<file path="config.mk">
export PLATFORM = sky130hd
export DESIGN_NAME = mem_port
export DESIGN_NICKNAME = d
export VERILOG_FILES = /design/src/design/snowball_pkg.sv /design/src/design/mem_port.sv
export SDC_FILE = /design/constraint.sdc
export NUM_CORES = 1
export LEC_CHECK = 0
export ABC_CLOCK_PERIOD_IN_PS = 6200
export BUFFER_PORTS_ARGS = -buffer_cell sky130_fd_sc_hd__buf_2
export CAP_MARGIN = 20
export CORE_MARGIN = 2
export CORE_UTILIZATION = 44
export DETAILED_ROUTE_END_ITERATION = 7
export PLACE_DENSITY_LB_ADDON = 0.3
export SYNTH_ARGS = -nofsm -noshare
export SYNTH_HDL_FRONTEND = slang
export SYNTH_SLANG_ARGS = --single-unit
export TNS_END_PERCENT = 50
</file>
<file path="constraint.sdc">
create_clock -name CPU_CLK -period 6.2 [get_ports CPU_CLK]
set_clock_uncertainty 0.1 [all_clocks]
set_input_delay 0.62 -clock CPU_CLK [delete_from_list [all_inputs] [get_ports CPU_CLK]]
set_output_delay 0.62 -clock CPU_CLK [all_outputs]
set_load 0.02 [all_outputs]
</file>
<file path="src/design/snowball_pkg.sv">
package snowball_pkg;

  // ------------------------------
  // Widths
  // ------------------------------
  parameter int addr_w = 32;
  parameter int data_w = 32;
  parameter int idx_w  = 8;                    // Store depth is 2**idx_w

  // ------------------------------
  // Store entries
  // ------------------------------
  typedef struct packed {
    logic [23:0]       tag;                    // Physical address bits 31:8
    logic [data_w-1:0] data;
  } line_t;

  typedef struct packed {
    logic [15:0] vtag;                         // Virtual address bits 31:16
    logic [15:0] page;                         // Replaces bits 31:16
  } tlb_t;

  // ------------------------------
  // Request kinds
  // ------------------------------
  typedef enum logic [1:0] {
    op_read      = 2'd0,
    op_write     = 2'd1,
    op_tlb_write = 2'd2
  } op_e;

endpackage

</file>
<file path="src/design/mem_port.sv">
`timescale 1ns/1ps

module mem_port (
  input  logic                            CPU_CLK,
  input  logic                            RST,
  // Controller side
  input  logic                            port_start,
  input  logic                            port_we,
  input  logic [snowball_pkg::addr_w-1:0] port_addr,
  input  logic [snowball_pkg::data_w-1:0] port_wdata,
  output logic                            port_done,
  output logic [snowball_pkg::data_w-1:0] port_rdata,
  // Memory side
  output logic                            mem_req,
  output logic                            mem_we,
  output logic [snowball_pkg::addr_w-1:0] mem_addr,
  output logic [snowball_pkg::data_w-1:0] mem_wdata,
  input  logic                            mem_ack,
  input  logic [snowball_pkg::data_w-1:0] mem_rdata
);

  // ------------------------------
  // Handshake
  // ------------------------------
  always_ff @(posedge CPU_CLK)
  begin
    if (RST)
    begin
      mem_req   <= 1'b0;
      port_done <= 1'b0;
    end
    else
    begin
      port_done <= 1'b0;
      if (mem_req)
      begin
        if (mem_ack)
        begin
          mem_req   <= 1'b0;                    // Drop on the acknowledge edge
          port_done <= 1'b1;
        end
      end
      else if (port_start)
      begin
        mem_req <= 1'b1;
      end
    end
  end

  // Request payload and read capture
  always_ff @(posedge CPU_CLK)
  begin
    if (port_start && !mem_req)
    begin
      mem_we    <= port_we;
      mem_addr  <= port_addr;
      mem_wdata <= port_wdata;
    end
    if (mem_req && mem_ack)
    begin
      port_rdata <= mem_rdata;
    end
  end

  a_req_hold : assert property (@(posedge CPU_CLK) disable iff (RST)
    (mem_req && !mem_ack) |=>
      (mem_req && $stable(mem_addr) && $stable(mem_we) && $stable(mem_wdata)));

endmodule

</file>
==> results of run 1 <==
[area by class of cell]
cell class / count / share of cell area [%]
Multi-Input combinational cell: 5 / 1.04
Timing Repair Buffer: 201 / 23.2
Tap cell: 80 / 2.30
Clock inverter: 6 / 2.62
Sequential cell: 99 / 67.9
Clock buffer: 10 / 2.93
[per-stage QoR]
stage               util, %  setup WS, ns
global placement       61.5          4.27
floorplan                 -          2.10
global route           65.1          4.40
finish                 65.1          4.49
CTS                    65.1          4.46
detailed placement     61.5          4.24
[power groups by stage]
stage | Combinational (mW) | Sequential, mW | Clock [mW]
2_1_floorplan | 0.0124 | 0.846 | 0
3_3_place_gp | 0.121 | 0.798 | 0
3_5_place_dp | 0.123 | 0.799 | 0
4_1_cts | 0.123 | 0.784 | 0.490
5_1_grt | 0.130 | 0.787 | 0.517
6_report | 0.122 | 0.783 | 0.479
[cell usage after synthesis]
| library cell | count | area (µm²) |
|---|---|---|
| and2_1 | 1 | 6.26 |
| nor2b_1 | 2 | 12.5 |
| nor2b_2 | 1 | 8.76 |
| dfxtp_1 | 2 | 40.0 |
| edfxtp_1 | 97 | 2910 |
| o21ba_1 | 1 | 10.0 |
[cells in the final DEF (no fill, tap or decap), types with 2 or more instances in the layout]
cell / count
bufinv_16: 3
edfxtp_1: 97
clkinvlp_4: 2
buf_2: 199
clkbuf_8: 9
buf_4: 2
dfxtp_1: 2
[kinds of logic after synthesis]
logic type         after synthesis
and+or+nand+nor                  4
DFF                             99
AOI/OAI and AO/OA                1
[flip-flops by register name (all words and copies together) (netlist names)]
name	flops
mem_addr	32
mem_req	1
mem_wdata	32
mem_we	1
port_done	1
port_rdata	32
[metal layers]
metal	track usage, %	vias to the layer above	wire length (µm)
li1	-	840	-
met1	16.6	836	2140
met3	9.71	9	934
met4	8.24	0	96
met5	0	-	0
met2	25.3	138	3010
[how the worst min path moves through the flow]
stage / start / end / slack (ns) / cells after the start
floorplan: RST / port_done / 0.59 / 1
global placement: mem_req / mem_req / 0.59 / 2
detailed placement: mem_req / mem_req / 0.60 / 2
CTS: port_addr[26] / mem_addr[26] / 0.31 / 1
global route: port_wdata[20] / mem_wdata[20] / 0.30 / 1
finish: mem_rdata[26] / port_rdata[26] / 0.34 / 1
==> results by group, run 1 <==
Run status
  • Run status: finished, final reports clean

STA
  • Final Max Slew Viols: 0
  • Tcrit/Tclk final: 27.5%
  • Worst Tran Pin Value: 0.811 ns
  • Fin crit period: 1.71 ns
  • Setup TNS: 0 ns
  • Fin. Hold Viols: 0
  • Hold WS: 0.335 ns
  • Setup violators final: 0
  • RSZ-0062 raised after global routing: no
  • Slew margin rel.: 45.9%
  • Fmax: 585 MHz

Critical path
  • WP data required: 5.48 ns
  • Crit path to: mem_req
  • Startpoint Class: flip-flop
  • CP max-delay cell: dfxtp_1
  • Reg2Reg Depth: 2
  • Critical Path Start: mem_req
  • CP Buf/Inv Count: 1
  • Delay-heaviest family, CP: flip-flops
  • Critical Path Sink Type: output port
  • WS Path Type: flip-flop to output port
  • CP max stage delay: 0.43 ns
  • R2R Setup Slk: 4.57 ns
  • Sequence of cells on the critical path: buf_2
  • CP Depth: 1
  • CP Max Fanout: 4
  • Reg-to-reg endpoint: mem_wdata[12]
  • WP data arrival: 0.99 ns
  • R2R Path Start: mem_req

Floorplan
  • Die area: 7470 µm²
  • Die Width: 86.4 µm
  • Die Span Y: 86.4 µm
  • Core Box Area: 6680 µm²
  • Initial Utilization: 44.8%
  • IO Pins: 200
  • Rows: 30

Clock tree
  • Root buffer cell: clkbuf_8
  • Hold-fix buffers at CTS: 0
  • H-tree depth reported by CTS: 3
  • Cts bufs inserted: 9
  • Clock Path Buffers: 2
  • # resized after CTS: 0
  • TritonCTS clock tree: yes
  • Post-CTS Setup Bufs: 0
  • Clk pin slew, worst setup/hold paths: 0.09 ns
  • Total clock sinks: 99
  • Clock Latency Late Sink: 0.35 ns

Layout
  • ANT cells: 0
  • Multi-input logic area: 45.0 µm²
  • Layout net count: 417
  • Post-Layout Inst Area: 4350 µm²
  • Fill count: 498
  • Finished Layout Cells: 401
  • Sequential Area: 2950 µm²
  • Area Overhead vs Synth: 45.5%
  • Share of cells above drive strength 1: 67.9%

Yosys
  • Largest family of logic cells by synthesized area: simple AND/OR/NAND/NOR gates
  • Post-synthesis area per instance: 28.8 µm²
  • Cells after Synth: 104
  • Synth Area in Adders: 0%
  • Multiplexer share of the synthesized area: 0%
  • Flop and latch count out of synthesis: 99
  • Distinct cells, synth: 6
  • Seq/Total Area, Yosys: 98.7%
  • Compound-Gate Fraction of Synth Area: 0.335%
  • Ys Warns: 0
  • Post-synthesis xor/xnor area fraction: 0%
  • Simple logic cell fraction of the synthesized area: 0.921%
  • Area of the mapped netlist: 2990 µm²
  • Post-synth net total: 205

Global route
  • Total track usage: 16.0%
  • Largest net degree at the start of global routing: 67
  • Initial antenna violation count: 0
  • Global-route wire length before repair: 8630 µm
  • Grt ovf: 0
  • Vias in the first global route: 1751

Place
  • # port buffers: 199
  • Gpl congestion: 0.708
  • Post-placement cell count: 385
  • Placed inst area: 4110 µm²
  • HPWL after DPL: 4560 µm

Power
  • Cell area power density: 318 nW/µm²
  • Comb power frac: 8.8%
  • Lkg Pwr: 1.87 nW
  • Switching part of the total power: 21.3%
  • Reg power frac: 56.6%
  • Clock Power Share: 34.6%
  • Worst vdd ir: 0.160 mV
  • Net Sw Power: 295 µW
  • Int Pwr: 1.09 mW
  • Power Total: 1.38 mW

Route
  • Wire per inst: 15.4 µm
  • 1st-iter DRT viols: 106
  • DRT Pass-1 Iters: 4
  • Detail Route Antenna Nets: 0
  • DRT Wirelength: 6180 µm
  • Residual DRC: 0
  • Vias/cell: 4.55
  • Routed vias: 1823

Hold path
  • Hold WC Path Type: primary input to flip-flop

Flow run
  • Max Cap Viol: 0
Note: power is estimated with default switching activity, not from simulation.
==> run 2: changes to the inputs <==
--- a/config.mk
+++ b/config.mk
@@ -5,11 +5,11 @@
 export SDC_FILE = /design/constraint.sdc
 export NUM_CORES = 1
 export LEC_CHECK = 0
-export ABC_CLOCK_PERIOD_IN_PS = 6200
+export ABC_CLOCK_PERIOD_IN_PS = 1620
 export BUFFER_PORTS_ARGS = -buffer_cell sky130_fd_sc_hd__buf_2
 export CAP_MARGIN = 20
 export CORE_MARGIN = 2
-export CORE_UTILIZATION = 44
+export CORE_UTILIZATION = 41
 export DETAILED_ROUTE_END_ITERATION = 7
 export PLACE_DENSITY_LB_ADDON = 0.3
 export SYNTH_ARGS = -nofsm -noshare
==> constraint.sdc (replaced) <==
create_clock -name CPU_CLK -period 1.62 [get_ports CPU_CLK]
set_clock_uncertainty 0.1 [all_clocks]
set_input_delay 0.162 -clock CPU_CLK [delete_from_list [all_inputs] [get_ports CPU_CLK]]
set_output_delay 0.162 -clock CPU_CLK [all_outputs]
set_load 0.02 [all_outputs]
==> run 2 against run 1 <==
- cell area increased by 23%
- setup slack got worse by 4.1 ns
- via count increased by 21%
- clock-buffer cell count decreased by 1
- largest cell class unchanged
- highest routed layer unchanged
==> results by group, run 2 (synthesized netlist as in run 1, its figures left out) <==
Floorplan
  • IO Pins: 200 (unchanged)
  • Initial Utilization: 41.7% (-3.1 points)
  • Die Width: 89.4 µm (+3.4%)
  • Die Span Y: 89.4 µm (+3.4%)
  • Rows: 31 (+3.3%)
  • Core Box Area: 7180 µm² (+7.4%)
  • Die area: 7990 µm² (+7.0%)

STA
  • Fmax: 785 MHz
  • Slew margin rel.: 84.6% (+39 points)
  • Setup violators final: 0 (unchanged)
  • RSZ-0062 raised after global routing: no
  • Final worst slack: 0.346 ns (-4.15 ns)
  • Tcrit/Tclk final: 78.6%
  • Setup TNS: 0 ns (unchanged)
  • Fin crit period: 1.27 ns
  • Final Max Slew Viols: 0 (unchanged)
  • Worst Tran Pin Value: 0.232 ns (-0.580 ns)
  • Fin. Hold Viols: 0 (unchanged)

Layout
  • Layout net count: 517 (+24%)
  • Finished Layout Cells: 519 (+29%)
  • Area Overhead vs Synth: 78.8%
  • Share of cells above drive strength 1: 52.6% (-15 points)
  • Commonest non-fill, non-tap cell in the layout: buf_2
  • Post-Layout Inst Area: 5350 µm² (+23%)
  • Most frequent cells in the layout: buf_2 (199), dlygate4sd3_1 (98), edfxtp_1 (97)
  • Registers with the most flip-flops: mem_addr x32, mem_wdata x32, port_rdata x32
  • ANT cells: 0 (unchanged)

Clock tree
  • Total clock sinks: 99 (unchanged)
  • Clk pin slew, worst setup/hold paths: 0.09 ns (about the same)
  • Root buffer cell: clkbuf_8
  • TritonCTS clock tree: yes
  • Post-CTS Setup Bufs: 0 (unchanged)
  • Clock Path Buffers: 2 (unchanged)
  • Clock Latency Late Sink: 0.35 ns (about the same)
  • H-tree depth reported by CTS: 3 (unchanged)
  • Cts bufs inserted: 9 (unchanged)

Power
  • Cell area power density: 971 nW/µm² (+210%)
  • Switching part of the total power: 22.7% (+1.4 points)
  • Int Pwr: 4.01 mW (+270%)
  • Net Sw Power: 1.18 mW (+300%)
  • Comb power frac: 13.0% (+4.2 points)
  • Reg power frac: 57.8% (+1.2 points)
  • Lkg Pwr: 2.27 nW (+22%)
  • Worst vdd ir: 0.663 mV (+310%)
  • Clock Power Share: 29.2% (-5.4 points)

Route
  • 1st-iter DRT viols: 82 (-23%)
  • DRT Pass-1 Iters: 4 (unchanged)
  • Detail Route Antenna Nets: 0 (unchanged)
  • Wire per inst: 15.4 µm (-0.23%)
  • Vias/cell: 4.27 (-6.2%)
  • Residual DRC: 0 (unchanged)
  • Routed vias: 2214 (+21%)
  • DRT Wirelength: 7980 µm (+29%)

Critical path
  • Startpoint Class: flip-flop
  • Critical Path Start: mem_req
  • Crit path to: mem_addr[18]
  • Reg2Reg Depth: 2 (unchanged)
  • WS Path Type: flip-flop to flip-flop
  • CP Max Fanout: 44 (+40)
  • Reg-to-reg endpoint: mem_addr[18]
  • Critical Path Sink Type: flip-flop
  • WP data required: 1.56 ns (-3.92 ns)
  • R2R Setup Slk: 0.35 ns (-4.22 ns)
  • WP data arrival: 1.21 ns (+0.22 ns)
  • R2R Path Start: mem_req

Hold path
  • Worst hold stages: 3 (+2)
  • Hold WC Path Type: primary input to flip-flop

Global route
  • Initial antenna violation count: 0 (unchanged)
  • Global-route wire length before repair: 11000 µm (+28%)
  • Vias in the first global route: 2323 (+33%)
  • Grt ovf: 0 (unchanged)
  • Largest net degree at the start of global routing: 45 (-33%)
  • Total track usage: 19.4% (+3.4 points)

Place
  • Placed inst area: 4180 µm² (+1.6%)
  • # port buffers: 199 (unchanged)
  • Post-placement cell count: 406 (+5.5%)
  • Gpl congestion: 0.732 (+3.3%)
  • HPWL after DPL: 4760 µm (+4.4%)
  • Pre-CTS setup slack: 0.357 ns (-3.89 ns)

Run status
  • Run status: finished, final reports clean

Flow run
  • Max Cap Viol: 0 (unchanged)
[run 2: cell types whose count changed in the layout (fill, tap and decap cells not counted), sizes merged]
cell / previous run / this run
clkinvlp: 2 / 3
dlygate4sd3: 0 / 98
buf: 201 / 203
bufinv: 3 / 1
clkbuf: 10 / 9
inv: 0 / 1
[run 2: routing by layer]
metal	up-vias	global-route usage (%)	wire [µm]	share of wire [%]
met5	-	0	0	0
met2	153	32.7	3990	50
met4	0	10.0	203	2.5
li1	1040	-	-	-
met3	17	8.96	953	12
met1	1004	20.2	2830	35
[run 2: layout make-up]
| class | instances | area [µm²] |
|---|---|---|
| clock buffer | 9 | 124 |
| sequential | 99 | 2960 |
| clock inverter | 6 | 66.3 |
| timing repair buffer | 301 | 2030 |
| fill | 449 | 1830 |
| tap | 99 | 124 |
| multi-input combinational | 5 | 45.0 |
[run 2: worst max-delay path, cell delays in order (launching register included)]
cell and delay [ns]:
dfxtp_4 0.37, nor2b_4 0.21, buf_12 0.26
[run 2: how the worst min path moves through the flow]
stage                              from  slack, ns              to
after floorplan                     RST       0.13       port_done
final                           mem_ack       0.04         mem_req
after CTS                       mem_ack       0.03         mem_req
after global routing            mem_ack       0.04         mem_req
after global placement    mem_rdata[16]       0.24  port_rdata[16]
after detailed placement   mem_rdata[6]       0.24   port_rdata[6]
[run 2: power groups by stage]
| stage | Clock [mW] | Combinational (mW) | Sequential [mW] |
|---|---|---|---|
| after floorplan | 0 | 0.0492 | 3.23 |
| after CTS | 1.57 | 0.672 | 3.00 |
| after global routing | 1.65 | 0.727 | 3.01 |
| after detailed placement | 0 | 0.488 | 3.06 |
| final | 1.52 | 0.676 | 3.00 |
| after global placement | 0 | 0.481 | 3.05 |
[run 2: metrics by stage]
stage	hold slack (ns)	power [mW]	util, %
floorplan	0.128	3.28	-
global placement	0.238	3.53	58.2
detailed placement	0.240	3.54	58.2
CTS	0.0317	5.23	74.5
global route	0.0438	5.39	74.5
finish	0.0408	5.19	74.5
[run 2: timing repair]
| item | 4_1_cts | 5_1_grt |
|---|---|---|
| resized for setup | 0 | 0 |
| setup endpoints to repair | 0 | 0 |
| hold buffers | 98 | 0 |
| hold endpoints to repair | 99 | 0 |
==> run 3: changes to the inputs <==
--- a/config.mk
+++ b/config.mk
@@ -5,11 +5,12 @@
 export SDC_FILE = /design/constraint.sdc
 export NUM_CORES = 1
 export LEC_CHECK = 0
-export ABC_CLOCK_PERIOD_IN_PS = 1620
+export ABC_AREA = 1
+export ABC_CLOCK_PERIOD_IN_PS = 1030
 export BUFFER_PORTS_ARGS = -buffer_cell sky130_fd_sc_hd__buf_2
 export CAP_MARGIN = 20
 export CORE_MARGIN = 2
-export CORE_UTILIZATION = 41
+export CORE_UTILIZATION = 37
 export DETAILED_ROUTE_END_ITERATION = 7
 export PLACE_DENSITY_LB_ADDON = 0.3
 export SYNTH_ARGS = -nofsm -noshare
==> constraint.sdc (replaced) <==
create_clock -name CPU_CLK -period 1.03 [get_ports CPU_CLK]
set_clock_uncertainty 0.1 [all_clocks]
set_input_delay 0.103 -clock CPU_CLK [delete_from_list [all_inputs] [get_ports CPU_CLK]]
set_output_delay 0.103 -clock CPU_CLK [all_outputs]
set_load 0.02 [all_outputs]
==> run 3 against run 2 <==
- the flow now finishes with violations (negative hold slack, negative setup slack)
- final cell count is 3.1% higher
- clock power is 59% higher
- clock-buffer cell count is 1 higher
- largest cell class unchanged
- largest power group unchanged
- highest routed layer unchanged
==> results by group, run 3 <==
Global route
  • Total track usage: 19.5% (+0.13 points)
  • Grt ovf: 0 (unchanged)
  • Global-route wire length before repair: 12600 µm (+14%)
  • Largest net degree at the start of global routing: 42 (-6.7%)
  • Vias in the first global route: 2545 (+9.6%)
  • Initial antenna violation count: 0 (unchanged)

Run status
  • Failing checks: negative hold slack, negative setup slack
  • Run status: complete, but fails checks

Hold path
  • Hold EP: port_done
  • Hold path start: mem_ack
  • Worst hold stages: 3 (unchanged)
  • Hold WC Path Type: primary input to flip-flop

STA
  • Fin. Hold Viols: 2 (+2)
  • Fmax: 833 MHz (+6.1%)
  • Tcrit/Tclk final: 117% (+38 points)
  • Hold WS: -0.0659 ns (-0.107 ns)
  • Setup violators final: 195 (+195)
  • Slew margin rel.: 91.1% (+6.6 points)
  • Fin crit period: 1.20 ns (-0.0728 ns)
  • Worst Tran Pin Value: 0.133 ns (-0.0990 ns)
  • Final worst slack: -0.171 ns (-0.517 ns)
  • RSZ-0062 raised after global routing: yes
  • Setup TNS: -18.58 ns (-18.58 ns)
  • Final Max Slew Viols: 0 (unchanged)

Floorplan
  • Initial Utilization: 38.5% (-3.2 points)
  • Die area: 8820 µm² (+10%)
  • Core Box Area: 7770 µm² (+8.2%)
  • IO Pins: 200 (unchanged)
  • Die Width: 93.9 µm (+5.1%)
  • Die Span Y: 93.9 µm (+5.1%)
  • Rows: 32 (+3.2%)

Layout
  • Commonest non-fill, non-tap cell in the layout: buf_2
  • Fill count: 445 (-0.89%)
  • Registers with the most flip-flops: mem_addr x32, mem_wdata x32, port_rdata x32
  • Final Util: 74.6% (about the same)
  • Multi-input logic area: 35.0 µm² (-22%)
  • Area Overhead vs Synth: 93.6%
  • ANT cells: 0 (unchanged)
  • Sequential Area: 2960 µm² (about the same)
  • Layout net count: 529 (+2.3%)
  • Share of cells above drive strength 1: 53.1% (+0.50 points)
  • Most frequent cells in the layout: buf_2 (163), dlygate4sd3_1 (99), edfxtp_1 (97)

Critical path
  • Delay-heaviest family, CP: flip-flops
  • Startpoint Class: flip-flop
  • WP data arrival: 1.18 ns (-0.03 ns)
  • WS Path Type: flip-flop to flip-flop
  • Reg2Reg Depth: 3 (+1)
  • Reg-to-reg endpoint: mem_wdata[24]
  • Critical Path Sink Type: flip-flop
  • CP max stage delay: 0.37 ns (about the same)
  • R2R Setup Slk: -0.17 ns (-0.52 ns)
  • CP max-delay cell: dfxtp_4
  • Sequence of cells on the critical path: nor2_4 > buf_12 > clkbuf_16
  • CP Max Fanout: 12 (-73%)
  • R2R Path Start: mem_req
  • CP Buf/Inv Count: 2 (+1)
  • WP data required: 1.01 ns (-0.55 ns)

Route
  • Vias/cell: 4.34 (+1.8%)
  • DRT Pass-1 Iters: 4 (unchanged)
  • Detail Route Antenna Nets: 0 (unchanged)
  • DRT Wirelength: 9190 µm (+15%)
  • Wire per inst: 17.2 µm (+12%)
  • Residual DRC: 0 (unchanged)
  • Routed vias: 2323 (+4.9%)
  • 1st-iter DRT viols: 78 (-4.9%)

Flow run
  • Max Cap Viol: 0 (unchanged)

Place
  • Pre-CTS setup slack: -0.126 ns (-0.483 ns)
  • Gpl congestion: 0.757 (+3.4%)
  • # port buffers: 199 (unchanged)
  • HPWL after DPL: 4930 µm (+3.6%)

Power
  • Power Total: 8.46 mW (+63%)
  • Comb power frac: 15.4% (+2.4 points)
  • Reg power frac: 56.1% (-1.7 points)
  • Worst vdd ir: 0.945 mV (+43%)
  • Clock Power Share: 28.5% (-0.7 points)
  • Switching part of the total power: 23.1% (+0.34 points)
  • Net Sw Power: 1.95 mW (+65%)
  • Lkg Pwr: 2.45 nW (+7.8%)
  • Int Pwr: 6.51 mW (+62%)
  • Cell area power density: 1460 nW/µm² (+50%)

Yosys
  • Cells after Synth: 108 (+3.8%)
  • Post-synth net total: 209 (+2.0%)
  • Commonest cells post-synth: edfxtp_1 (97), inv_1 (3), nor2_1 (3)
  • Seq/Total Area, Yosys: 98.7% (about the same)
  • Flop and latch count out of synthesis: 99 (unchanged)
  • Most frequent cell after synthesis: edfxtp_1
  • Distinct cells, synth: 7 (+1)
  • Ys Warns: 0 (unchanged)
  • Main flop type after synthesis: edfxtp_1
  • Top post-synthesis cells by area: edfxtp_1 (97%), dfxtp_1 (1.3%), inv_1 (0.38%)
  • Area of the mapped netlist: 2990 µm² (about the same)
  • EDFF count, synth: 97 (unchanged)
  • Largest area contributor in the netlist: edfxtp_1
  • Top cell type's share of synthesized area: 97.4% (about the same)
  • Post-synthesis area per instance: 27.7 µm² (-3.7%)
  • Async set or reset register ratio after synthesis: 0% (unchanged)

Clock tree
  • Clock Latency Late Sink: 0.35 ns (about the same)
  • TritonCTS clock tree: yes
  • H-tree depth reported by CTS: 3 (unchanged)
  • Cts bufs inserted: 9 (unchanged)
  • Clk pin slew, worst setup/hold paths: 0.09 ns (about the same)
  • Root buffer cell: clkbuf_8
  • Clock Path Buffers: 2 (unchanged)
  • Total clock sinks: 99 (unchanged)
  • Hold-fix buffers at CTS: 99 (+1.0%)
==> run 3: stage by stage <==
step           cells  instance area, µm²
2_1_floorplan    108                3000
4_1_cts          528                5470
3_5_place_dp     412                4190
6_report         535                5790
5_1_grt          535                5790
3_3_place_gp     412                4190
==> run 3: layout make-up <==
| class | instances | area share [%] |
|---|---|---|
| sequential | 99 | 51.1 |
| timing repair buffer | 309 | 42.5 |
| clock buffer | 10 | 2.20 |
| tap | 102 | 2.20 |
| clock inverter | 6 | 1.10 |
| multi-input combinational | 6 | 0.605 |
| inverter | 3 | 0.281 |
==> run 3: cells by family (layout without fill, tap and decap cells) <==
group | after synthesis | in the layout | share of synthesized area (%)
simple gates | 6 | 6 | 0.920
buf+inv | 3 | 328 | 0.376
flops | 99 | 99 | 98.7
==> run 3: worst max-delay path by stage <==
stage / to / cells past startpoint / from / slack, ns
final: mem_wdata[24] / 3 / mem_req / -0.17
after CTS: mem_addr[8] / 2 / mem_req / -0.14
after floorplan: mem_addr[0] / 1 / mem_req / -0.81
after global placement: mem_wdata[19] / 2 / mem_req / -0.13
after detailed placement: mem_addr[16] / 2 / mem_req / -0.13
after global routing: mem_wdata[15] / 3 / mem_req / -0.20
==> run 3: worst min-delay path: cells and delay by family <==
family,cells,cell delay (ns)
and+or+nand+nor,2,0.15
buffers and inverters,1,0.10
==> run 3: what timing repair did <==
item / CTS / global route
gates cloned: 1 / 6
resized for setup: 26 / 52
endpoints found under the hold margin: 99 / 2
pin swaps: 0 / 1
buffers inserted: 0 / 1
endpoints found under the setup margin: 196 / 196
==> run 3: power groups by stage <==
stage               clock, mW  sequential (mW)  combinational, mW
floorplan                   0             5.09             0.0813
global placement            0             4.81              0.784
detailed placement          0             4.81              0.791
CTS                      2.44             4.73               1.12
global route             2.62             4.76               1.38
finish                   2.41             4.74               1.30
==> run 3: per-layer routing <==
layer	track usage [%]	share of wire, %	wire length (µm)
met5	0	0	0
met3	8.03	11	967
met4	7.97	1.6	151
met1	19.4	35	3190
met2	35.7	53	4880
