===== src/design/snowball_pkg.sv =====
package snowball_pkg;

  // ------------------------------
  // Widths
  // ------------------------------
  parameter int addr_w = 32;
  parameter int data_w = 32;
  parameter int idx_w  = 8;                    // Store depth is 2**idx_w

  // ------------------------------
  // Store entries
  // ------------------------------
  typedef struct packed {
    logic [23:0]       tag;                    // Physical address bits 31:8
    logic [data_w-1:0] data;
  } line_t;

  typedef struct packed {
    logic [15:0] vtag;                         // Virtual address bits 31:16
    logic [15:0] page;                         // Replaces bits 31:16
  } tlb_t;

  // ------------------------------
  // Request kinds
  // ------------------------------
  typedef enum logic [1:0] {
    op_read      = 2'd0,
    op_write     = 2'd1,
    op_tlb_write = 2'd2
  } op_e;

endpackage


===== src/design/cache_ctrl.sv =====
`timescale 1ns/1ps

module cache_ctrl #(
  parameter int idx_w = snowball_pkg::idx_w
) (
  input  logic                            CPU_CLK,
  input  logic                            RST,
  // CPU side
  input  logic                            cache_enable,
  input  snowball_pkg::op_e               cache_op,
  input  logic [snowball_pkg::addr_w-1:0] cache_addr,
  input  logic [snowball_pkg::data_w-1:0] cache_wdata,
  input  logic                            cache_force_miss,
  input  logic                            cache_inhibit,
  input  logic                            vmem_act,
  output logic                            cache_busy,
  output logic [snowball_pkg::data_w-1:0] cache_rdata,
  output logic                            cache_done,
  output logic                            mmu_fault,
  // Line store
  output logic                            line_rd_en,
  output logic [idx_w-1:0]                line_rd_idx,
  output logic                            line_wr_en,
  output logic [idx_w-1:0]                line_wr_idx,
  output snowball_pkg::line_t             line_wr_entry,
  input  snowball_pkg::line_t             line_rd_entry,
  input  logic                            line_rd_valid,
  // TLB store
  output logic                            tlb_rd_en,
  output logic [idx_w-1:0]                tlb_rd_idx,
  output logic                            tlb_wr_en,
  output logic [idx_w-1:0]                tlb_wr_idx,
  output snowball_pkg::tlb_t              tlb_wr_entry,
  input  snowball_pkg::tlb_t              tlb_rd_entry,
  input  logic                            tlb_rd_valid,
  // Memory port
  output logic                            port_start,
  output logic                            port_we,
  output logic [snowball_pkg::addr_w-1:0] port_addr,
  output logic [snowball_pkg::data_w-1:0] port_wdata,
  input  logic                            port_done,
  input  logic [snowball_pkg::data_w-1:0] port_rdata
);

  typedef enum logic [2:0] {s_idle, s_look, s_cmp, s_mem, s_tlb} state_t;

  state_t                          state;
  snowball_pkg::op_e               req_op;
  logic [snowball_pkg::addr_w-1:0] req_addr;
  logic [snowball_pkg::data_w-1:0] req_wdata;
  logic                            req_force_miss;
  logic                            req_inhibit;
  logic                            req_vmem;
  logic [snowball_pkg::addr_w-1:0] paddr_q;      // Translated address
  logic                            fault_q;
  logic                            port_wait;
  logic                            accept;
  logic                            is_read;
  logic                            line_hit;
  logic [snowball_pkg::addr_w-1:0] look_paddr;
  logic                            look_fault;

  assign accept  = cache_enable && !cache_busy;
  assign is_read = (req_op != snowball_pkg::op_write);

  // Both stores read on the acceptance edge
  assign line_rd_en  = accept;
  assign line_rd_idx = cache_addr[idx_w-1:0];
  assign tlb_rd_en   = accept;
  assign tlb_rd_idx  = cache_addr[8 +: idx_w];

  // ------------------------------
  // Translation, in s_look
  // ------------------------------
  always_comb
  begin
    look_paddr = req_addr;
    look_fault = 1'b0;
    if (req_vmem)
    begin
      look_paddr = {tlb_rd_entry.page, req_addr[15:0]};
      look_fault = !tlb_rd_valid || (tlb_rd_entry.vtag != req_addr[31:16]);
    end
  end

  // Tag compare, in s_cmp
  assign line_hit = line_rd_valid && (line_rd_entry.tag == paddr_q[31:8]) &&
                    is_read && !req_force_miss && !req_inhibit;

  assign port_start = (state == s_cmp) && !fault_q && !line_hit;
  assign port_we    = !is_read;
  assign port_addr  = paddr_q;
  assign port_wdata = req_wdata;

  // Refill on memory completion; inhibited reads leave the line alone
  assign line_wr_en          = (state == s_mem) && port_done && !(is_read && req_inhibit);
  assign line_wr_idx         = req_addr[idx_w-1:0];
  assign line_wr_entry.tag   = paddr_q[31:8];
  assign line_wr_entry.data  = is_read ? port_rdata : req_wdata;

  assign tlb_wr_en         = (state == s_tlb);
  assign tlb_wr_idx        = req_addr[8 +: idx_w];
  assign tlb_wr_entry.vtag = req_wdata[31:16];
  assign tlb_wr_entry.page = req_wdata[15:0];

  // ------------------------------
  // Request FSM
  // ------------------------------
  always_ff @(posedge CPU_CLK)
  begin
    if (RST)
    begin
      state      <= s_idle;
      cache_busy <= 1'b0;
      cache_done <= 1'b0;
      mmu_fault  <= 1'b0;
      fault_q    <= 1'b0;
      port_wait  <= 1'b0;
    end
    else
    begin
      cache_done <= 1'b0;                       // Single-cycle pulses
      mmu_fault  <= 1'b0;
      if (port_start)
        port_wait <= 1'b1;
      else if (port_done)
        port_wait <= 1'b0;
      case (state)
        s_idle:
        begin
          if (accept)
          begin
            cache_busy <= 1'b1;
            state      <= (cache_op == snowball_pkg::op_tlb_write) ? s_tlb : s_look;
          end
        end
        s_look:
        begin
          fault_q <= look_fault;
          state   <= s_cmp;
        end
        s_cmp:
        begin
          if (fault_q || line_hit)
          begin
            cache_done <= 1'b1;
            mmu_fault  <= fault_q;
            cache_busy <= 1'b0;
            state      <= s_idle;
          end
          else
          begin
            state <= s_mem;
          end
        end
        s_mem:
        begin
          if (port_done)
          begin
            cache_done <= 1'b1;
            cache_busy <= 1'b0;
            state      <= s_idle;
          end
        end
        default:                                // s_tlb
        begin
          cache_done <= 1'b1;
          cache_busy <= 1'b0;
          state      <= s_idle;
        end
      endcase
    end
  end

  // Request and result payload
  always_ff @(posedge CPU_CLK)
  begin
    if (accept)
    begin
      req_op         <= cache_op;
      req_addr       <= cache_addr;
      req_wdata      <= cache_wdata;
      req_force_miss <= cache_force_miss;
      req_inhibit    <= cache_inhibit;
      req_vmem       <= vmem_act;
    end
    if (state == s_look)
      paddr_q <= look_paddr;
    if ((state == s_cmp) && line_hit)
      cache_rdata <= line_rd_entry.data;
    else if ((state == s_mem) && port_done && is_read)
      cache_rdata <= port_rdata;
  end

  a_start_idle : assert property (@(posedge CPU_CLK) disable iff (RST)
    port_start |-> !port_wait);

  a_done_accept : assert property (@(posedge CPU_CLK) disable iff (RST)
    accept |=> !cache_done);

endmodule


===== config.mk =====
export PLATFORM = sky130hd
export DESIGN_NAME = cache_ctrl
export DESIGN_NICKNAME = d
export VERILOG_FILES = /design/src/design/snowball_pkg.sv /design/src/design/cache_ctrl.sv
export SDC_FILE = /design/constraint.sdc
export NUM_CORES = 1
export LEC_CHECK = 0
export ABC_CLOCK_PERIOD_IN_PS = 6000
export BUFFER_PORTS_ARGS = -buffer_cell sky130_fd_sc_hd__buf_2
export CAP_MARGIN = 10
export CORE_AREA = 2 2 161 163
export DETAILED_ROUTE_END_ITERATION = 8
export DIE_AREA = 0 0 163 165
export GPL_TIMING_DRIVEN = 0
export PLACE_DENSITY_LB_ADDON = 0.08
export RECOVER_POWER = 25
export SYNTH_ARGS = -nofsm -noshare
export SYNTH_HDL_FRONTEND = slang
export SYNTH_SLANG_ARGS = --single-unit

===== constraint.sdc =====
create_clock -name CPU_CLK -period 6 [get_ports CPU_CLK]
set_clock_uncertainty 0.15 [all_clocks]
set_input_delay 0.6 -clock CPU_CLK [delete_from_list [all_inputs] [get_ports CPU_CLK]]
set_output_delay 0.6 -clock CPU_CLK [all_outputs]
set_load 0.05 [all_outputs]

==> parameters.txt, run 1 <==
Parameter                              Value

Finish
  Register cell area after layout ... slightly above 4000 um2
  Leading cell types in the layout, fill and taps excluded ... sky130_fd_sc_hd__buf_2 (395), sky130_fd_sc_hd__edfxtp_1 (133), sky130_fd_sc_hd__buf_4 (89), sky130_fd_sc_hd__mux2_2 (50), sky130_fd_sc_hd__xor2_1 (39)
  Combined area of the multi-input logic cells ... ~1700 um2
  Filler Cells Inserted ... between 2000 and 3000
  Non-filler cells in the finished layout ... ~1200
  Number of nets in the layout ... ~1100
  Share of post-route cells with drive strength above 1 ... between 60% and 70%
  Most common cell after layout, fill and taps aside ... sky130_fd_sc_hd__buf_2
  Post-route cell area ... 9800 um2
  Util after Layout ... 39.1%
  Layout Area Growth over Synthesis ... 47.2%

Clock network
  Clock-pin transition on the worst setup and hold timing paths ... about 70 ps
  Number of CTS-inserted buffers ... 17
  Clock H-tree levels ... 4
  Number of gates resized after CTS ... 0
  Clock tree buffer depth ... 2
  Clock tree from TritonCTS ... done
  Total clock sinks ... 140
  Root cell of the clock tree ... sky130_fd_sc_hd__clkbuf_16
  Clock latency of the later-clocked register in the worst-skew pair ... about 420 ps
  Total of hold buffers inserted after clock tree synthesis ... 0
  Post-CTS Repair Setup Buffers ... 0

GRT
  GR Layer Usage met1 ... 16.1%
  GR met3 Demand/Resource ... under 10%
  Grt peak-use layer ... met2
  Met2 GRT Util ... 27.8%
  Total grt overflow ... 0
  Initial antenna violation count ... 6
  Pin count of the biggest net entering global routing ... 30
  GR Util All Layers ... roughly 15%
  Number of global-route vias before repair ... roughly 5000
  Global-route wire length before repair ... slightly above 30000 um

Synth
  Adder-cell share of the synthesized area ... 0%
  Syn_nets ... ~600
  Area fraction in compound gates after synthesis ... 1.56%
  Synthesis warning total ... 0
  Cells after Synth ... 421
  Synth Area in XOR/XNOR ... 5.26%
  Count of different cell masters after synthesis ... 34
  #FFs+latches synth ... 140
  Sequential share of the synthesized area ... ~62%
  Area share of and/or/nand/nor cells after synthesis ... 3.93%
  Cell area after synthesis ... 6660 um2
  Dominant combinational cell family by area after synthesis ... multiplexers
  Average size of a mapped cell ... about 16 um2
  Multiplexer area fraction after synthesis ... around 15%

Timing
  Highest clock rate ... ~0.25 GHz
  Final period demand of the worst path ... a little under 4000 ps
  Final Cycle Share ... between 60% and 70%
  Final worst hold slack ... slightly above 200 ps
  Pin slew with the least headroom to its limit ... around 2400 ps
  Number of hold-slack violations in the final timing report ... 0
  Relative slew slack ... -58.2%
  Final Slew Violations ... 22
  Final Setup Violations ... 0
  RSZ-0062 raised after global routing ... false

Setup path
  Critical path data required time ... roughly 5300 ps
  Data arrival time at the worst-slack endpoint ... about 3200 ps
  Delay of the slowest critical-path stage ... ~1800 ps
  Setup slack on the worst flop-to-flop path ... approximately 2500 ps
  Element type at the critical path end ... output pin
  Crit path cell chain ... nor2b_1, buf_12, buf_4, buf_2
  Maximum fanout along the worst path ... 23
  Crit path max-delay cell type ... sky130_fd_sc_hd__nor2b_1
  Path type of the worst setup path ... flip-flop to output pin
  CP startpoint kind ... flip-flop

Placed design
  RePlAce Congestion ... 0.828
  Number of buffer cells added on primary ports ... approximately 420
  Placed Instances ... 1175
  Post-DP HPWL ... around 17000 um
  Post-DP Area ... ~9000 um2

Floorplanning
  Initial Util ... a little over a quarter
  Full die area ... 26900 um2
  Die boundary height ... 165 um
  Die width ... roughly 160 um
  Std-Cell Rows ... 58
  Count of pins on the block boundary ... 420
  Area of the core ... roughly 25000 um2

Detailed routing
  Detailed-route DRC error count ... 0
  Wire length per cell after detailed routing ... 18.0 um
  Detailed router's first-iteration violation count ... approximately 180
  DR vias ... 4895
  Pre-Repair DR Iteration Count ... 6
  WL final ... 21700 um
  Via count normalized by instance count ... 4.05
  Post-route ant nets ... 0

Pwr
  Share of power burned in the clock network ... roughly a quarter
  Switching power ... 0.00169 W
  Max IR drop VDD ... approximately 0.00023 V
  Internal cell power ... about 0.0023 W
  Sequential group share of total power ... 34.6%
  Leakage power total ... about 4.4 nW
  Switch share ... a little over two fifths
  Combinational fraction of design power ... around 40%
  Pwr/cell area ... just over 400 nW/um2
  Power consumption ... around 0.0040 W

Status
  Status ... finished, violations left
  Violations in the final reports ... capacitance limit, slew limit

Worst hold path
  Worst hold-check path type ... input pin to flip-flop

Run
  Number of max-cap violations ... 1
[critical path: cells and delay by family, from the launching register on]
family	cells	cell delay, ps
and+or+nand+nor	1	1760
buffers and inverters	3	660
DFF	1	330
[Yosys cell counts (all sizes together)]
cell type,n,area (um2)
nand4,1,6.26
inv,3,11.3
nor4,9,75.1
o21bai,1,7.51
a21oi,2,10.0
nor3b,4,30.0
nor2,5,18.8
nand2,3,11.3
clkbuf,8,30.0
buf,94,751
edfxtp,133,3990
mux2,80,1010
nand3,3,15.0
o21ai,4,20.0
o2111ai,1,8.76
a2bb2oi,1,8.76
a31oi,2,12.5
or3,3,18.8
nor3,5,25.0
nor2b,3,18.8
xor2,39,342
a2111oi,1,8.76
o211ai,1,7.51
nor4b,2,23.8
nand2b,3,18.8
dfxtp,7,140
o221ai,1,8.76
o32a,1,11.3
xnor2,1,8.76
[stage by stage]
| stage | setup TNS [ps] | worst slack (ps) |
|---|---|---|
| CTS | 0 | 2360 |
| global route | 0 | 1770 |
| floorplan | 0 | 253 |
| global placement | -74200 | -1600 |
| finish | 0 | 2070 |
| detailed placement | 0 | 2250 |
[final timing paths]
kind | start | endpoint | cells past startpoint
hold reg to reg | req_addr[12] | port_addr[12] | 0
hold / removal | cache_addr[29] | req_addr[29] | 1
setup reg to reg | port_addr[17] | cache_rdata[14] | 6
setup / recovery | cache_busy | tlb_rd_en | 4
[routing by layer]
layer,part of all wire [%],wire length [um],vias to the layer above
li1,-,-,2349
met1,36,7830,2255
met2,51,11200,257
met3,11,2390,26
met4,1.2,265,8
met5,0.27,59,-
[power by group through the flow]
stage	combinational [W]	sequential, W	clock [W]
2_1_floorplan	0.000853	0.00171	0
3_3_place_gp	0.00156	0.00142	0
3_5_place_dp	0.00159	0.00140	0
4_1_cts	0.00160	0.00138	0.00106
5_1_grt	0.00166	0.00140	0.00110
6_report	0.00157	0.00138	0.00103
[cell families after synthesis]
| logic type | count (synthesis) |
|---|---|
| compound gates | 15 |
| mux | 80 |
| simple gates | 41 |
| xor+xnor | 40 |
| buf+inv | 105 |
| flops | 140 |
[layout make-up]
class | instances | area share [%]
multi-input combinational | 176 | 17.8
antenna | 1 | 0.0255
tap | 330 | 4.22
sequential | 140 | 42.2
clock inverter | 15 | 1.41
timing repair buffer | 424 | 21.9
clock buffer | 17 | 4.34
buffer | 102 | 7.97
inverter | 3 | 0.115
[flip-flops by register name (all words and copies together), names as in the netlist]
signal,cells
req_op,2
req_force_miss,1
port_addr,32
req_addr,32
cache_done,1
cache_rdata,32
port_wdata,32
mmu_fault,1
fault_q,1
state,3
req_vmem,1
req_inhibit,1
cache_busy,1
No activity file was read; power rests on OpenSTA's default activity.
==> inputs of run 2 (changes only) <==
--- a/config.mk
+++ b/config.mk
@@ -5,12 +5,13 @@
 export SDC_FILE = /design/constraint.sdc
 export NUM_CORES = 1
 export LEC_CHECK = 0
-export ABC_CLOCK_PERIOD_IN_PS = 6000
+export ABC_AREA = 1
+export ABC_CLOCK_PERIOD_IN_PS = 4000
 export BUFFER_PORTS_ARGS = -buffer_cell sky130_fd_sc_hd__buf_2
 export CAP_MARGIN = 10
-export CORE_AREA = 2 2 161 163
+export CORE_AREA = 2 2 162 164
 export DETAILED_ROUTE_END_ITERATION = 8
-export DIE_AREA = 0 0 163 165
+export DIE_AREA = 0 0 164 166
 export GPL_TIMING_DRIVEN = 0
 export PLACE_DENSITY_LB_ADDON = 0.08
 export RECOVER_POWER = 25
==> constraint.sdc (replaced) <==
create_clock -name CPU_CLK -period 4 [get_ports CPU_CLK]
set_clock_uncertainty 0.15 [all_clocks]
set_input_delay 0.4 -clock CPU_CLK [delete_from_list [all_inputs] [get_ports CPU_CLK]]
set_output_delay 0.4 -clock CPU_CLK [all_outputs]
set_load 0.05 [all_outputs]
==> parameters.txt, run 2 <==
Parameter                              Value

Synth
  Sequential share of the synthesized area ... 61.2% (was 62.1%)
  Syn_nets ... 830 (was 616)
  Area contributors post-synth ... sky130_fd_sc_hd__edfxtp_1 (59%), sky130_fd_sc_hd__buf_4 (9.9%), sky130_fd_sc_hd__nand2_1 (5.7%), sky130_fd_sc_hd__inv_1 (4.8%), sky130_fd_sc_hd__o21ai_0 (3.7%) (was sky130_fd_sc_hd__edfxtp_1 (60%), sky130_fd_sc_hd__buf_4 (10%), sky130_fd_sc_hd__mux2_2 (8.5%), sky130_fd_sc_hd__mux2_4 (6.8%), sky130_fd_sc_hd__xor2_1 (5.1%))
  Cells after Synth ... 635 (was 421)
  Asr flop ratio synth ... 0% (unchanged)
  Post-synth EDFFs ... 133 (unchanged)
  Largest area contributor in the netlist ... sky130_fd_sc_hd__edfxtp_1 (unchanged)
  Cell area after synthesis ... 6750 um2 (was 6660 um2)
  Top_reg_cell synth ... sky130_fd_sc_hd__edfxtp_1 (unchanged)
  Average size of a mapped cell ... 10.6 um2 (was 15.8 um2)
  Count of different cell masters after synthesis ... 26 (was 34)
  Cell types with the highest counts after synthesis ... sky130_fd_sc_hd__edfxtp_1 (133), sky130_fd_sc_hd__nand2_1 (102), sky130_fd_sc_hd__buf_4 (89) (was sky130_fd_sc_hd__edfxtp_1 (133), sky130_fd_sc_hd__buf_4 (89), sky130_fd_sc_hd__mux2_2 (50))
  Share of Yosys cell area claimed by the top area cell type ... 59.2% (was 60.0%)
  Synthesis warning total ... 0 (unchanged)
  Most common cell in the netlist ... sky130_fd_sc_hd__edfxtp_1 (unchanged)
  #FFs+latches synth ... 140 (unchanged)

Setup path
  Setup slack on the worst flop-to-flop path ... 1550 ps (was 2470 ps)
  Critical path data required time ... 3450 ps (was 5250 ps)
  Launch point of the worst reg-to-reg path ... port_addr[27] (was port_addr[17])
  Maximum fanout along the worst path ... 10 (was 23)
  Delay of the slowest critical-path stage ... 480 ps (was 1760 ps)
  Crit path max-delay cell type ... sky130_fd_sc_hd__clkbuf_1 (was sky130_fd_sc_hd__nor2b_1)
  Crit path cell chain ... inv_1, nand2_2, inv_1, clkbuf_1, buf_1, nand2_1, o21ai_0, buf_2 (was nor2b_1, buf_12, buf_4, buf_2)
  RR Endpoint ... cache_rdata[10] (was cache_rdata[14])
  Path type of the worst setup path ... flip-flop to output pin (unchanged)
  Element type at the critical path end ... output pin (unchanged)
  Data arrival time at the worst-slack endpoint ... 2470 ps (was 3180 ps)
  Cell with the most instances on the worst path ... sky130_fd_sc_hd__inv_1
  CP startpoint kind ... flip-flop (unchanged)
  FF-to-FF path depth ... 10 (was 6)

Floorplanning
  Count of pins on the block boundary ... 420 (unchanged)
  Std-Cell Rows ... 59 (was 58)
  Die boundary height ... 166 um (was 165 um)
  Full die area ... 27200 um2 (was 26900 um2)
  Initial Util ... 26.4% (was 26.6%)
  Die width ... 164 um (was 163 um)
  Area of the core ... 25600 um2 (was 25000 um2)

Worst hold path
  Hold wc startpoint ... cache_addr[14] (was cache_addr[29])
  Worst hold path endpoint ... req_addr[14] (was req_addr[29])
  Worst hold-check path type ... input pin to flip-flop (unchanged)
  Worst hold path cell count ... 1 (unchanged)

Clock network
  Clock tree buffer depth ... 2 (unchanged)
  Clock tree from TritonCTS ... done (unchanged)
  Clock-pin transition on the worst setup and hold timing paths ... 60 ps (was 70 ps)
  Number of CTS-inserted buffers ... 17 (unchanged)
  Clock H-tree levels ... 4 (unchanged)
  Root cell of the clock tree ... sky130_fd_sc_hd__clkbuf_16 (unchanged)
  Clock latency of the later-clocked register in the worst-skew pair ... 420 ps (about the same)
  Total clock sinks ... 140 (unchanged)
  Number of gates resized after CTS ... 0 (unchanged)

Placed design
  Post-DP HPWL ... 18200 um (was 17400 um)
  RePlAce Congestion ... 0.788 (was 0.828)
  Post-DP Area ... 9420 um2 (was 9270 um2)
  Placement Setup Slack ... 1360 ps (was 2250 ps)
  Number of buffer cells added on primary ports ... 419 (unchanged)

Finish
  Leading cell types in the layout, fill and taps excluded ... sky130_fd_sc_hd__buf_2 (385), sky130_fd_sc_hd__edfxtp_1 (133), sky130_fd_sc_hd__nand2_1 (102), sky130_fd_sc_hd__buf_4 (89), sky130_fd_sc_hd__inv_1 (86) (was sky130_fd_sc_hd__buf_2 (395), sky130_fd_sc_hd__edfxtp_1 (133), sky130_fd_sc_hd__buf_4 (89), sky130_fd_sc_hd__mux2_2 (50), sky130_fd_sc_hd__xor2_1 (39))
  Post-route cell area ... 10600 um2 (was 9800 um2)
  Number of nets in the layout ... 1331 (was 1059)
  Util after Layout ... 41.2% (was 39.1%)
  Share of post-route cells with drive strength above 1 ... 48.9% (was 69.7%)
  Layout Area Growth over Synthesis ... 56.4% (was 47.2%)
  Filler Cells Inserted ... 2602 (was 2516)
  Most common cell after layout, fill and taps aside ... sky130_fd_sc_hd__buf_2 (unchanged)

GRT
  Global-route wire length before repair ... 33000 um (was 30200 um)
  Initial antenna violation count ... 1 (was 6)
  Total grt overflow ... 0 (unchanged)
  Pin count of the biggest net entering global routing ... 25 (was 30)
  GR Util All Layers ... 16.3% (was 15.5%)
  Number of global-route vias before repair ... 5852 (was 5002)

Detailed routing
  DR vias ... 5983 (was 4895)
  Wire length per cell after detailed routing ... 15.3 um (was 18.0 um)
  Pre-Repair DR Iteration Count ... 4 (was 6)
  Via count normalized by instance count ... 4.03 (was 4.05)
  Post-route ant nets ... 0 (unchanged)
  WL final ... 22800 um (was 21700 um)
  Detailed router's first-iteration violation count ... 201 (was 177)
  Detailed-route DRC error count ... 0 (unchanged)

Run
  Number of max-cap violations ... 0 (was 1)

Pwr
  Pwr/cell area ... 588 nW/um2 (was 406 nW/um2)
  Max IR drop VDD ... 0.000232 V (was 0.000231 V)
  Leakage power total ... 4.99 nW (was 4.43 nW)

Timing
  Final setup slack of the worst path ... 981 ps (was 2070 ps)
  RSZ-0062 raised after global routing ... false (unchanged)
  Number of hold-slack violations in the final timing report ... 0 (unchanged)
  Highest clock rate ... ~0.33 GHz
  Final worst hold slack ... 24.5 ps (was 201 ps)
  Sum of negative setup slack ... 0 ps (unchanged)
  Relative slew slack ... 42.9% (was -58.2%)
  Final Slew Violations ... 0 (was 22)
  Final Setup Violations ... 0 (unchanged)
  Pin slew with the least headroom to its limit ... 851 ps (was 2370 ps)
  Final period demand of the worst path ... 3020 ps
  Final Cycle Share ... 75.5%

Status
  Status ... completed (was finished, violations left)
-- run 2: cell count changes after synthesis, moves of 8 or more --
cell                      delta
sky130_fd_sc_hd__a21oi_1    +14
sky130_fd_sc_hd__nor2_1     +49
sky130_fd_sc_hd__a21oi_2    +23
sky130_fd_sc_hd__nand3_1     +9
sky130_fd_sc_hd__mux2_2     -43
sky130_fd_sc_hd__mux2_4     -30
sky130_fd_sc_hd__inv_1      +83
sky130_fd_sc_hd__nor2_2      +8
sky130_fd_sc_hd__xor2_1     -34
sky130_fd_sc_hd__nand2_1    +99
sky130_fd_sc_hd__o21ai_0    +46
-- run 2: what timing repair did --
action                    4_1_cts  5_1_grt
hold buffers                   55        1
setup buffers                   0        0
hold endpoints to repair       55        1
-- run 2: layout make-up --
cell class	count	area (um2)	share of cell area, %
clock inverter	15	186	1.77
timing repair buffer	482	2750	26.0
buffer	106	777	7.36
inverter	88	330	3.13
antenna	1	2.50	0.0237
sequential	140	4130	39.2
clock buffer	17	425	4.03
multi-input combinational	301	1530	14.5
tap	335	419	3.97
-- run 2: stage by stage --
step	std cells	total power, W
after floorplan	635	0.00387
after global placement	1389	0.00451
after detailed placement	1396	0.00455
after CTS	1483	0.00629
after global routing	1485	0.00650
final	1485	0.00620
-- run 2: power by group --
group	switching, W	internal, W	total, W
clock network	0.000678	0.000992	0.00167
registers	0.000159	0.00191	0.00207
logic	0.00179	0.000678	0.00247
-- run 2: worst max-delay path by stage --
stage	from	endpoint	slack, ps	cells after the start
4_1_cts	req_op[1]	line_wr_entry[14]	900	8
3_3_place_gp	state[0]	cache_busy	-1770	5
5_1_grt	req_op[1]	line_wr_entry[14]	740	8
3_5_place_dp	req_op[1]	line_wr_entry[14]	1360	8
2_1_floorplan	cache_busy	tlb_rd_en	230	2
6_report	req_op[1]	line_wr_entry[16]	980	8
-- run 2: cells by family (layout without fill, tap and decap cells) --
logic type | after synthesis | after routing | synth area share (%)
compound gates | 96 | 96 | 8.53
xor+xnor | 11 | 11 | 1.43
buf+inv | 194 | 708 | 16.4
flops | 140 | 140 | 61.2
mux | 7 | 7 | 1.17
other cells | 0 | 1 | 0
simple gates | 187 | 187 | 11.2
-- run 2: routing by layer --
layer / wire (um) / global-route usage, % / up-vias
li1: - / - / 3003
met1: 8640 / 17.4 / 2721
met2: 12000 / 30.4 / 237
met3: 1750 / 5.14 / 22
met4: 372 / 4.69 / 0
met5: 0 / 0 / -
-- run 2: worst max-delay path, delay by kind of cell (launching register included) --
kind,cells,cell delay (ps)
simple gates,2,170
flops,1,360
compound gates,1,110
buf+inv,5,1430
==> inputs of run 3 (changes only) <==
--- a/config.mk
+++ b/config.mk
@@ -5,13 +5,13 @@
 export SDC_FILE = /design/constraint.sdc
 export NUM_CORES = 1
 export LEC_CHECK = 0
-export ABC_AREA = 1
-export ABC_CLOCK_PERIOD_IN_PS = 4000
+export ABC_AREA = 0
+export ABC_CLOCK_PERIOD_IN_PS = 2700
 export BUFFER_PORTS_ARGS = -buffer_cell sky130_fd_sc_hd__buf_2
 export CAP_MARGIN = 10
-export CORE_AREA = 2 2 162 164
+export CORE_AREA = 2 2 164 166
 export DETAILED_ROUTE_END_ITERATION = 8
-export DIE_AREA = 0 0 164 166
+export DIE_AREA = 0 0 166 168
 export GPL_TIMING_DRIVEN = 0
 export PLACE_DENSITY_LB_ADDON = 0.08
 export RECOVER_POWER = 25
==> constraint.sdc (replaced) <==
create_clock -name CPU_CLK -period 2.7 [get_ports CPU_CLK]
set_clock_uncertainty 0.15 [all_clocks]
set_input_delay 0.27 -clock CPU_CLK [delete_from_list [all_inputs] [get_ports CPU_CLK]]
set_output_delay 0.27 -clock CPU_CLK [all_outputs]
set_load 0.05 [all_outputs]
==> parameters.txt, run 3 (synthesis results as in run 1) <==
Parameter                              Value

GRT
  Number of global-route vias before repair ... 5685 (was 5852)
  Pin count of the biggest net entering global routing ... 31 (was 25)
  Initial antenna violation count ... 0 (was 1)
  Global-route wire length before repair ... 33300 um (was 33000 um)
  Total grt overflow ... 0 (unchanged)
  GR Util All Layers ... 15.7% (was 16.3%)

Placed design
  RePlAce Congestion ... 0.732 (was 0.788)
  Number of buffer cells added on primary ports ... 419 (unchanged)
  Post-DP HPWL ... 16700 um (was 18200 um)

Timing
  Final period demand of the worst path ... ~2600 ps
  Final Setup Violations ... 0 (unchanged)
  RSZ-0062 raised after global routing ... true (was false)
  Pin slew with the least headroom to its limit ... 650 ps (was 851 ps)
  Highest clock rate ... between 0.3 and 0.4 GHz
  Final Slew Violations ... 0 (unchanged)
  Relative slew slack ... 56.5% (was 42.9%)
  Sum of negative setup slack ... 0 ps (unchanged)
  Number of hold-slack violations in the final timing report ... 0 (unchanged)
  Final Cycle Share ... slightly below 100%

Pwr
  Power consumption ... 0.00914 W (was 0.00620 W)
  Switch share ... 41.5% (was 42.3%)
  Sequential group share of total power ... 33.4% (was 33.3%)
  Switching power ... 0.00379 W (was 0.00262 W)
  Pwr/cell area ... 807 nW/um2 (was 588 nW/um2)
  Max IR drop VDD ... 0.000409 V (was 0.000232 V)
  Share of power burned in the clock network ... 25.5% (was 26.9%)
  Leakage power total ... 5.03 nW (was 4.99 nW)
  Combinational fraction of design power ... 41.0% (was 39.8%)
  Internal cell power ... 0.00535 W (was 0.00358 W)

Worst hold path
  Worst hold-check path type ... input pin to flip-flop (unchanged)

Setup path
  Path type of the worst setup path ... flip-flop to flip-flop (was flip-flop to output pin)
  Start point of the critical path ... port_addr[31] (was req_op[1])
  Element type at the critical path end ... flip-flop (was output pin)
  Critical path data required time ... 2680 ps (was 3450 ps)
  RR Endpoint ... cache_rdata[29] (was cache_rdata[10])
  Launch point of the worst reg-to-reg path ... port_addr[31] (was port_addr[27])
  CP startpoint kind ... flip-flop (unchanged)
  Data arrival time at the worst-slack endpoint ... 2600 ps (was 2470 ps)
  Critical Path Sink ... cache_rdata[29] (was line_wr_entry[16])
  Setup slack on the worst flop-to-flop path ... 80 ps (was 1550 ps)
  FF-to-FF path depth ... 7 (was 10)
  Maximum fanout along the worst path ... 8 (was 10)

Detailed routing
  Wire length per cell after detailed routing ... 16.4 um (was 15.3 um)
  Detailed-route DRC error count ... 0 (unchanged)
  Detailed router's first-iteration violation count ... 191 (was 201)
  WL final ... 22200 um (was 22800 um)
  Post-route ant nets ... 0 (unchanged)
  Pre-Repair DR Iteration Count ... 4 (unchanged)
  DR vias ... 5381 (was 5983)
  Via count normalized by instance count ... 3.96 (was 4.03)

Finish
  Leading cell types in the layout, fill and taps excluded ... sky130_fd_sc_hd__buf_2 (386), sky130_fd_sc_hd__edfxtp_1 (133), sky130_fd_sc_hd__dlygate4sd3_1 (127), sky130_fd_sc_hd__buf_4 (99), sky130_fd_sc_hd__mux2_2 (50) (was sky130_fd_sc_hd__buf_2 (385), sky130_fd_sc_hd__edfxtp_1 (133), sky130_fd_sc_hd__nand2_1 (102), sky130_fd_sc_hd__buf_4 (89), sky130_fd_sc_hd__inv_1 (86))
  Share of post-route cells with drive strength above 1 ... 61.5% (was 48.9%)
  Number of nets in the layout ... 1199 (was 1331)
  Antenna Cells ... 0 (was 1)
  Most common cell after layout, fill and taps aside ... sky130_fd_sc_hd__buf_2 (unchanged)
  Layout Area Growth over Synthesis ... 70.2% (was 56.4%)

Clock network
  Clock tree buffer depth ... 2 (unchanged)
  Number of CTS-inserted buffers ... 17 (unchanged)
  Root cell of the clock tree ... sky130_fd_sc_hd__clkbuf_16 (unchanged)
  Total clock sinks ... 140 (unchanged)
  Clock H-tree levels ... 4 (unchanged)
  Clock latency of the later-clocked register in the worst-skew pair ... 420 ps (about the same)
  Clock tree from TritonCTS ... done (unchanged)
  Clock-pin transition on the worst setup and hold timing paths ... 70 ps (was 60 ps)

Floorplanning
  Area of the core ... 26400 um2 (was 25600 um2)
  Std-Cell Rows ... 60 (was 59)
  Die boundary height ... 168 um (was 166 um)
  Die width ... 166 um (was 164 um)
  Initial Util ... 25.3% (was 26.4%)
  Full die area ... 27900 um2 (was 27200 um2)
  Count of pins on the block boundary ... 420 (unchanged)

Status
  Status ... completed (unchanged)

Run
  Number of max-cap violations ... 0 (unchanged)
## run 3: timing repair
item / in CTS / in global routing
hold endpoints to repair: 119 / 2
endpoints found under the setup margin: 98 / 61
setup buffers: 6 / 6
cloned: 1 / 1
gates resized for setup: 11 / 5
hold buffers: 125 / 2
pin swaps: 2 / 11
## run 3: final cells by class
class	count	area, um2
sequential	140	4130
multi-input combinational	177	1840
tap	341	427
timing repair buffer	564	3570
buffer	101	773
inverter	3	11.3
clock inverter	12	139
clock buffer	20	437
fill	2568	15000
## run 3: power groups by stage
stage                     Clock, W  Combinational [W]  Sequential, W
after floorplan                  0            0.00191        0.00379
after global placement           0            0.00348        0.00314
after detailed placement         0            0.00355        0.00311
after CTS                  0.00241            0.00377        0.00307
after global routing       0.00251            0.00395        0.00310
final                      0.00233            0.00375        0.00306
## run 3: worst min-delay path by stage
stage                            to  cells after the start  slack, ps      startpoint
floorplan                   fault_q                      1        190             RST
global placement       port_addr[4]                      0        280     req_addr[4]
CTS                  cache_rdata[4]                      2        0.4   port_rdata[4]
finish              cache_rdata[27]                      2         20  port_rdata[27]
global route        cache_rdata[15]                      2          2  port_rdata[15]
detailed placement     port_addr[2]                      0        290     req_addr[2]
## run 3: through the flow
step	setup WS, ps	hold slack [ps]	util [%]	cell area, um2	instances
CTS	7.57	0.371	42.7	11300	1350
floorplan	-437	189	-	6690	421
global placement	-1500	282	35.0	9210	1181
finish	84.3	22.4	43.0	11300	1358
detailed placement	-786	287	35.4	9320	1186
global route	-30.0	1.73	43.0	11300	1358
## run 3: routing by layer
metal / up-vias / global-route usage [%] / share of wire, % / wire length [um]
li1: 2632 / - / - / -
met1: 2493 / 18.6 / 40 / 9010
met2: 244 / 27.6 / 51 / 11400
met3: 12 / 5.31 / 7.6 / 1680
met4: 0 / 3.71 / 0.79 / 176
met5: - / 0 / 0 / 0
## run 3: worst max-delay path: stages, from the launching register on
cell and delay [ps]:
sky130_fd_sc_hd__edfxtp_1 460, sky130_fd_sc_hd__xor2_2 190, sky130_fd_sc_hd__nor4_4 380, sky130_fd_sc_hd__nand3_2 190, sky130_fd_sc_hd__o32a_4 400, sky130_fd_sc_hd__nor3b_4 230, sky130_fd_sc_hd__buf_12 160, sky130_fd_sc_hd__clkbuf_16 150
